File: config.mk
export PLATFORM = sky130hd
export DESIGN_NAME = decode_ctrl
export DESIGN_NICKNAME = d
export VERILOG_FILES = /design/src/design/decode_ctrl_pkg.sv /design/src/design/decode_ctrl.sv /design/src/design/dispatch_ctrl.sv /design/src/design/uop_packer.sv
export SDC_FILE = /design/constraint.sdc
export NUM_CORES = 1
export LEC_CHECK = 0
export ABC_AREA = 0
export CORE_AREA = 2 2 175 177
export CTS_CLUSTER_SIZE = 12
export DETAILED_ROUTE_END_ITERATION = 6
export DIE_AREA = 0 0 177 179
export DONT_BUFFER_PORTS = 1
export GPL_TIMING_DRIVEN = 0
export SLEW_MARGIN = 20
export SYNTH_ARGS = -nofsm -noshare
export SYNTH_HDL_FRONTEND = slang
export SYNTH_SLANG_ARGS = --single-unit
File: constraint.sdc
create_clock -name clk -period 2.3 [get_ports clk]
set_input_delay 0 -clock clk [delete_from_list [all_inputs] [get_ports clk]]
set_output_delay 0 -clock clk [all_outputs]
set_load 0.005 [all_outputs]
File: src/design/decode_ctrl_pkg.sv
package decode_ctrl_pkg;

  // two decoded instructions per cycle
  localparam int num_de_inst       = 2;

  // uops per instruction slot, also the number of uop queue lanes
  localparam int num_de_uop        = 4;

  localparam int uop_index_width   = 3;

  // payload is opaque to dispatch
  localparam int uop_payload_width = 32;

  // one uop as it is written into the uop queue
  typedef struct packed {
    logic [uop_index_width-1:0]   uop_index;
    // final uop of its instruction
    logic                         last_uop_valid;
    logic [uop_payload_width-1:0] payload;
  } uop_t;

  // one decoded instruction slot from the decode unit
  typedef struct packed {
    logic                  pkg_valid;
    // fills from lane 0 upward
    logic [num_de_uop-1:0] uop_valid;
    uop_t [num_de_uop-1:0] uop;
  } de_slot_t;

  // packer result for one slot
  typedef struct packed {
    logic                       slot_empty;
    // final uop of the instruction lands in the lanes this cycle
    logic                       last_fit;
    // next uop to dispatch when the instruction does not finish
    logic [uop_index_width-1:0] resume_index;
  } slot_status_t;

  typedef struct packed {
    slot_status_t [num_de_inst-1:0] slot;
  } pack_status_t;

endpackage

File: src/design/decode_ctrl.sv
`timescale 1ns/100ps

module decode_ctrl (
  input  logic                                                        clk,
  input  logic                                                        arst_n,
  input  decode_ctrl_pkg::de_slot_t [decode_ctrl_pkg::num_de_inst-1:0] slots,
  input  logic [decode_ctrl_pkg::num_de_uop-1:0]                       almost_full,
  output logic [decode_ctrl_pkg::num_de_inst-1:0]                      pop,
  output logic [decode_ctrl_pkg::num_de_uop-1:0]                       push,
  output decode_ctrl_pkg::uop_t [decode_ctrl_pkg::num_de_uop-1:0]      dataout,
  output logic [decode_ctrl_pkg::uop_index_width-1:0]                  uop_index_remain
);

  import decode_ctrl_pkg::*;

  logic [num_de_inst-1:0] pkg_valid;
  logic [num_de_uop-1:0]  merged_valid;
  pack_status_t           status;

  // package valid travels inside each slot
  always_comb begin
    for (int s = 0; s < num_de_inst; s++) begin
      pkg_valid[s] = slots[s].pkg_valid;
    end
  end

  uop_packer packer (
    .slots        (slots),
    .merged_valid (merged_valid),
    .dataout      (dataout),
    .status       (status)
  );

  dispatch_ctrl dispatch (
    .clk              (clk),
    .arst_n           (arst_n),
    .pkg_valid        (pkg_valid),
    .merged_valid     (merged_valid),
    .status           (status),
    .almost_full      (almost_full),
    .push             (push),
    .pop              (pop),
    .uop_index_remain (uop_index_remain)
  );

endmodule

File: src/design/dispatch_ctrl.sv
`timescale 1ns/100ps

module dispatch_ctrl (
  input  logic                                        clk,
  input  logic                                        arst_n,
  input  logic [decode_ctrl_pkg::num_de_inst-1:0]     pkg_valid,
  input  logic [decode_ctrl_pkg::num_de_uop-1:0]      merged_valid,
  input  decode_ctrl_pkg::pack_status_t               status,
  input  logic [decode_ctrl_pkg::num_de_uop-1:0]      almost_full,
  output logic [decode_ctrl_pkg::num_de_uop-1:0]      push,
  output logic [decode_ctrl_pkg::num_de_inst-1:0]     pop,
  output logic [decode_ctrl_pkg::uop_index_width-1:0] uop_index_remain
);

  import decode_ctrl_pkg::*;

  logic                   queue_ready;
  logic [num_de_inst-1:0] slot_done;
  logic                   index_clear;
  logic                   index_load0;
  logic                   index_load1;

  // every lane in use needs room, and there must be something to push
  assign queue_ready = (|merged_valid) && ((merged_valid & almost_full) == '0);

  assign push = merged_valid & {num_de_uop{queue_ready}};

  // slot retires when it is empty or its final uop goes out now
  always_comb begin
    for (int s = 0; s < num_de_inst; s++) begin
      slot_done[s] = status.slot[s].slot_empty |
                     (status.slot[s].last_fit & queue_ready);
    end
  end

  // slot 1 only pops behind slot 0
  assign pop[0] = pkg_valid[0] & slot_done[0];
  assign pop[1] = pop[0] & pkg_valid[1] & slot_done[1];

  // whole command queue head retired
  assign index_clear = (pop[0] & ~pkg_valid[1]) | pop[1];

  // remember where a partly dispatched instruction restarts
  assign index_load0 = pkg_valid[0] &
                       ~status.slot[0].slot_empty &
                       ~status.slot[0].last_fit &
                       queue_ready;

  assign index_load1 = pkg_valid[1] &
                       ~status.slot[1].slot_empty &
                       ~status.slot[1].last_fit &
                       queue_ready &
                       pop[0];

  // clear wins over load
  always_ff @(posedge clk or negedge arst_n) begin
    if (!arst_n) begin
      uop_index_remain <= '0;
    end else if (index_clear) begin
      uop_index_remain <= '0;
    end else if (index_load0) begin
      uop_index_remain <= status.slot[0].resume_index;
    end else if (index_load1) begin
      uop_index_remain <= status.slot[1].resume_index;
    end
  end

  a_no_push_when_full : assert property (
    @(posedge clk) disable iff (!arst_n)
    ((merged_valid & almost_full) != '0) |-> (push == '0)
  ) else begin
    $error("[ERROR] push = 0x%0h with almost_full = 0x%0h merged_valid = 0x%0h",
           push, almost_full, merged_valid);
  end

endmodule

File: src/design/uop_packer.sv
`timescale 1ns/100ps

module uop_packer (
  input  decode_ctrl_pkg::de_slot_t [decode_ctrl_pkg::num_de_inst-1:0] slots,
  output logic [decode_ctrl_pkg::num_de_uop-1:0]                       merged_valid,
  output decode_ctrl_pkg::uop_t [decode_ctrl_pkg::num_de_uop-1:0]      dataout,
  output decode_ctrl_pkg::pack_status_t                                status
);

  import decode_ctrl_pkg::*;

  // one-hot occupancy of slot 0
  // bit k set when exactly lanes 0 to k-1 are valid
  // all zero if not contiguous
  logic [num_de_uop:0]        occ0;

  // slot 1 last flag seen among uops 0 to j
  logic [num_de_uop-1:0]      slot1_last_upto;

  logic                       slot0_last_fit;
  logic                       slot1_last_fit;
  logic [uop_index_width-1:0] slot0_resume;
  logic [uop_index_width-1:0] slot1_resume;

  // occupancy decode shared by placement and status
  always_comb begin
    for (int k = 0; k <= num_de_uop; k++) begin
      occ0[k] = (slots[0].uop_valid == num_de_uop'((1 << k) - 1));
    end
  end

  // running OR of slot 1 last flags from uop 0 upward
  always_comb begin
    slot1_last_upto[0] = slots[1].uop[0].last_uop_valid;
    for (int j = 1; j < num_de_uop; j++) begin
      slot1_last_upto[j] = slot1_last_upto[j-1] | slots[1].uop[j].last_uop_valid;
    end
  end

  // lane placement
  // slot 0 takes lanes below its count and slot 1 fills the rest from its uop 0
  always_comb begin
    merged_valid = '0;
    dataout      = '0;
    for (int k = 0; k <= num_de_uop; k++) begin
      if (occ0[k]) begin
        for (int l = 0; l < num_de_uop; l++) begin
          if (l < k) begin
            merged_valid[l] = slots[0].uop_valid[l];
            dataout[l]      = slots[0].uop[l];
          end else begin
            merged_valid[l] = slots[1].uop_valid[l-k];
            dataout[l]      = slots[1].uop_valid[l-k] ? slots[1].uop[l-k] : '0;
          end
        end
      end
    end
  end

  // final-uop and resume status
  // slot 1 only sees its uops 0 to 3-c, and nothing when slot 0 is full
  always_comb begin
    slot0_last_fit = 1'b0;
    slot1_last_fit = 1'b0;
    slot1_resume   = '0;
    for (int k = 0; k < num_de_uop; k++) begin
      if (occ0[k]) begin
        slot0_last_fit = (k != 0);
        slot1_last_fit = slot1_last_upto[num_de_uop-1-k];
        slot1_resume   = slots[1].uop[num_de_uop-1-k].uop_index + uop_index_width'(1);
      end
    end
    // full slot 0 only finishes if its top uop is the last one
    if (occ0[num_de_uop]) begin
      slot0_last_fit = slots[0].uop[num_de_uop-1].last_uop_valid;
    end
  end

  // slot 0 resumes after its top lane
  assign slot0_resume = slots[0].uop[num_de_uop-1].uop_index + uop_index_width'(1);

  always_comb begin
    for (int s = 0; s < num_de_inst; s++) begin
      status.slot[s].slot_empty = ~|slots[s].uop_valid;
    end
    status.slot[0].last_fit     = slot0_last_fit;
    status.slot[0].resume_index = slot0_resume;
    status.slot[1].last_fit     = slot1_last_fit;
    status.slot[1].resume_index = slot1_resume;
  end

  // decode side must hand over valid bits packed from lane 0
  always_comb begin
    for (int s = 0; s < num_de_inst; s++) begin
      a_uop_valid_contiguous : assert (
        (slots[s].uop_valid & (slots[s].uop_valid + 1'b1)) == '0
      ) else begin
        $error("[ERROR] slots[%0d].uop_valid not contiguous: 0x%0h",
               s, slots[s].uop_valid);
      end
    end
  end

endmodule

# After elaboration in Yosys (flattened, before gate mapping)
# Index checks and enable logic that the tools add are counted.
[op_classes]
add_sub_neg = 5
n_reduce_logical = 9
n_mux = 29
eq_ne = 4
n_bitwise = 24
[op_table]
columns = ["operator", "n"]
rows = [
  ["2-to-1 mux 144 bit", 5],
  ["2-to-1 mux 36 bit", 4],
  ["2-to-1 mux 3 bit", 7],
  ["2-to-1 mux 4 bit", 5],
  ["adder 3 x 1 -> 3 bit, second input constant", 5],
  ["AND 1 bit", 13],
  ["OR reduction 4 bit", 3],
  ["AND 4 bit", 2],
  ["logical NOT 4 bit", 2],
  ["2-to-1 mux 1 bit", 8],
  ["bitwise OR 1 bit", 6],
  ["== test 4 x 1 -> 1 bit, second input constant", 1],
  ["== test 4 x 2 -> 1 bit, second input constant", 1],
  ["== test 4 x 3 -> 1 bit, second input constant", 1],
  ["== test 4 bit, second input constant", 1],
  ["inverter 1 bit", 3],
  ["nonzero test 3 bit", 1],
  ["logical NOT 1 bit", 2],
  ["logical AND 1 bit", 1],
]
[word_totals]
register_bits = 3
out_inout_bits = 153
inputBits = 304
wordCells = 72

# Logic depth before layout (Yosys ltp)
[depth]
depth_word = 16
ltp_mapped = 9
depth_no_buf = 7

# Cells and area by module
# Synthesis repeated with hierarchy kept, for this count alone.
[hier_totals]
hier_cells = 780
hier_area_um2 = 4907.2
[by_module_without_submodules]
columns = ["mod", "area_per_inst_um2", "instances", "cells_each", "seq_area_each_um2"]
rows = [
  ["uop_packer", 4638.2, 1, 752, 0.0],
  ["dispatch_ctrl", 269.0, 1, 28, 75.1],
]

# Worst setup path after synthesis
# Ideal clock, no wire load.
[synth_timing]
kind = "input -> register"
startpoint = "input port slots[146] (netlist name)"
endpoint = "register dispatch.uop_index_remain[1] (netlist name)"
cell_stages = 8
slack_ps = 303
t_required_ps = 2208
arrival_ps = 1905
cell_sequence = "buf_2 -> and3_4 -> buf_6 -> or2_1 -> a21o_1 -> a222oi_1 -> nand3_2 -> o31ai_2"
[synth_via]
elab_chain_cells = 16
word_cells_on_any_way = 49
[synth_lines]
columns = ["item", "line_no", "rtl"]
rows = [
  ["start, declared", "decode_ctrl.sv:6", "input decode_ctrl_pkg::de_slot_t [decode_ctrl_pkg::num_de_inst-1:0] slots,"],
  ["logical NOT 4 bit", "uop_packer.sv:28", "occ0[k] = (slots[0].uop_valid == num_de_uop'((1 << k) - 1));"],
  ["2-to-1 mux 4 bit (5 in a row)", "uop_packer.sv:46", "if (occ0[k]) begin"],
  ["AND 4 bit", "dispatch_ctrl.sv:24", "assign queue_ready = (|merged_valid) && ((merged_valid & almost_full) == '0);"],
  ["logical NOT 4 bit", "dispatch_ctrl.sv:24", ""],
  ["logical AND 1 bit", "dispatch_ctrl.sv:24", ""],
  ["AND 1 bit", "dispatch_ctrl.sv:32", "(status.slot[s].last_fit & queue_ready);"],
  ["bitwise OR 1 bit", "dispatch_ctrl.sv:31", "slot_done[s] = status.slot[s].slot_empty |"],
  ["AND 1 bit", "dispatch_ctrl.sv:37", "assign pop[0] = pkg_valid[0] & slot_done[0];"],
  ["AND 1 bit (2 in a row)", "dispatch_ctrl.sv:38", "assign pop[1] = pop[0] & pkg_valid[1] & slot_done[1];"],
  ["bitwise OR 1 bit", "dispatch_ctrl.sv:41", "assign index_clear = (pop[0] & ~pkg_valid[1]) | pop[1];"],
  ["nonzero test 3 bit (no line) or 2-to-1 mux 3 bit (tied branches)", "-", ""],
  ["end signal, assigned", "dispatch_ctrl.sv:62", "uop_index_remain <= status.slot[0].resume_index;"],
  ["end signal, assigned", "dispatch_ctrl.sv:64", "uop_index_remain <= status.slot[1].resume_index;"],
  ["end, declared", "dispatch_ctrl.sv:12", "output logic [decode_ctrl_pkg::uop_index_width-1:0] uop_index_remain"],
]
# Parallel ways exist; a longest one is shown, timed or not. The select of a mux whose other input is x is not followed.
# A chain may end at the register's enable or synchronous reset.

==> results_dict.tcl <==
set metrics [dict create \
    ys_ff_latch 3 \
    dp_hpwl_um 34970 \
    pwr-share-comb_pct 68.9 \
    arrival_ns 2.26 \
    power_mw 1.201 \
    syn_to_final_growth_pct 17.82 \
    regArea_um2 75.07 \
    grtUsageTotal_pct 25.62 \
    grt_max_degree 11 \
    antenna_found_initial 4 \
    final_nets 1001 \
    drv_slew 0 \
    n_fill_cell 3515 \
    post_synth.cell_area_avg_um2 5.971 \
    clock_sinks 3 \
    grt_pass1_wl_um 55600 \
    routed_wl_um 44200 \
    setup_viol 0 \
    worst_slew_pin_slew_ns 1.090 \
    rrSetupSlack_ns 1.50 \
    synth_area_leader_cell "a32oi_1" \
    cp-end-kind "output port" \
    grt_pass1_vias 6582 \
    power_leakage_nw 1.328 \
    syn_area_um2 4066 \
    cp_max_fo 10 \
    synth.yosys.seq_area_share_pct 1.846 \
    rows 64 \
    die_x_um 177 \
    irDropWorstVdd_mv 0.2268 \
    start_util_pct 13.54 \
    drive_above_1_share_pct 8.828 \
    p_int_mw 0.5236 \
    rsz0062_at_grt "no" \
    dr.pass1.iters 7 \
    ys.flop_type "dfrtp_1" \
    grtUsageMet1_pct 30.67 \
    die_h_um 179 \
    multi_input_area_um2 3662 \
    cts_root_buf "clkbuf_16" \
    clock_path_buffers 2 \
    ant_nets 0 \
    maxCapViolCount 0 \
    fin_util_pct 15.95 \
    gp_congestion 0.8687 \
    viasPerCell 6.662 \
    drc 0 \
    max_freq_mhz 441.7 \
    outcome "complete, no violations" \
    r2r.worst_path.cells 3 \
    insertion_delay_ns 0.23 \
    vias 7255 \
    worst-setup-path-type "input port to output port" \
    power_density_nw_per_um2 250.6 \
    fin_tns_setup_ns 0 \
    synth_warnings 0 \
    finalHoldViolations 0 \
    core_area_um2 30030 \
    power_switching_mw 0.6772 \
    io_pins 457 \
    final_common_cell "o21ai_0" \
    port_buffers 0 \
    reg_top3 "dispatch.uop_index_remain x3" \
    final_cell_mix "o21ai_0 (102), a32oi_1 (86), nor2_1 (71)" \
    syn-num-nets 990 \
    syn_inst 681 \
    swShare_pct 56.39 \
    post-route-period-util_pct 98.44 \
    clock_skew_ns 0 \
    met2_usage_pct 41.25 \
    synth_edf_count 0 \
    dieArea_um2 31680 \
    regMostFlops "dispatch.uop_index_remain" \
    yosysUniqueCellTypes 46 \
    cp-start-kind "input port" \
    hold_class "input port to asynchronous set/reset pin" \
    r2r-end "dispatch.uop_index_remain[1]$_DFFE_PN0P_" \
    overflow 0 \
    cts_tree "done" \
    cts_buffers 3 \
    p_clk_share_pct 24.3 \
    holdWs_ns 0.03129 \
    top_usage_layer "met2" \
    r2r_start "dispatch.uop_index_remain[1]$_DFFE_PN0P_" \
    use_met3_pct 9.627 \
    wire_per_inst_um 40.59 \
    cts-htree-levels 1 \
    worstPathRequired_ns 2.30 \
    drt_iter0_drc 1002 \
    yosysTopAreaCellShare_pct 18.52 \
    maxSlewHeadroom_pct 27.37 \
    fin_crit_ns 2.264 \
    synth.area.top_cells "a32oi_1 (19%), o21ai_0 (13%), a32o_1 (9.1%)" \
    seqPwrFrac_pct 6.8 \
    synthArstFlopShare_pct 100.0 \
    largest_reg_flops 3 \
    clk_pin_slew_ns 0.03 \
]
## worst max-delay path by stage
stage / startpoint / endpoint / cells after the start
floorplan: slots[146] / dispatch.uop_index_remain[1]$_DFFE_PN0P_ / 8
global placement: slots[144] / dataout[109] / 8
detailed placement: slots[293] / dataout[22] / 5
CTS: slots[147] / dataout[109] / 6
global route: slots[293] / dataout[22] / 5
finish: slots[147] / dataout[103] / 7
## worst max-delay path, cell delays in order
cell and delay, ns:
buf_2 0.17, nor3_2 0.42, and2_1 0.19, clkbuf_1 0.48, clkbuf_2 0.41, a31oi_1 0.14, a21oi_1 0.46
## metal layers
metal	part of all wire [%]	vias to the layer above
li1	-	2777
met1	37	3388
met2	44	867
met3	14	221
met4	5.8	2
met5	0.029	-
## area by class of cell
cell class	instances	share of cell area [%]
inverters	2	0.1567
multi-input cells	584	76.44
well taps	396	10.34
clock buffers	4	1.645
diodes	2	0.1045
flip-flops and latches	3	1.567
plain buffers	91	8.462
repair buffers	7	1.280
## kinds of logic (layout without fill, tap and decap cells)
kind of cell / Yosys count / after routing / share of synthesized area (%)
flip-flops: 3 / 3 / 1.846
XOR/XNOR: 5 / 5 / 1.077
adder cells (fa/ha/maj): 5 / 5 / 1.538
buffers and inverters: 94 / 104 / 9.138
multiplexers: 6 / 6 / 1.538
AND/OR/NAND/NOR: 205 / 205 / 22.71
other: 0 / 2 / 0
AO/OA/AOI/OAI: 363 / 363 / 62.15
## synth_stat cells (all sizes together) (15+ instances only)
library cell  count
o21ai           105
a32oi            86
clkbuf           73
nor2             72
a21oi            58
nand2            56
nand3            47
a32o             37
a31oi            32
buf              19
a211oi           16
a221o            15
## what timing repair did
| action | in CTS | in global routing |
|---|---|---|
| buffers inserted | 3 | 0 |
| endpoints found under the hold margin | 6 | 0 |
| setup endpoints to repair | 115 | 39 |
| pin swaps | 2 | 0 |
| hold buffers | 2 | 0 |
| resized for setup | 28 | 23 |
## power groups by stage
stage	registers [mW]	clock network (mW)	logic, mW
2_1_floorplan	0.0765	0	0.469
4_1_cts	0.0795	0.291	0.798
6_report	0.0813	0.292	0.828
3_5_place_dp	0.0800	0	0.779
5_1_grt	0.0822	0.291	0.878
3_3_place_gp	0.0785	0	0.765
## per-stage QoR
stage          cell area [um^2]  setup slack, ns  instances
2_1_floorplan              4066           0.3028        681
3_3_place_gp               4562           -1.627       1077
3_5_place_dp               4598           -1.061       1079
4_1_cts                    4772         0.005619       1087
5_1_grt                    4788         0.002340       1088
6_report                   4791          0.03597       1089
Power figures use the tool's default switching activity.
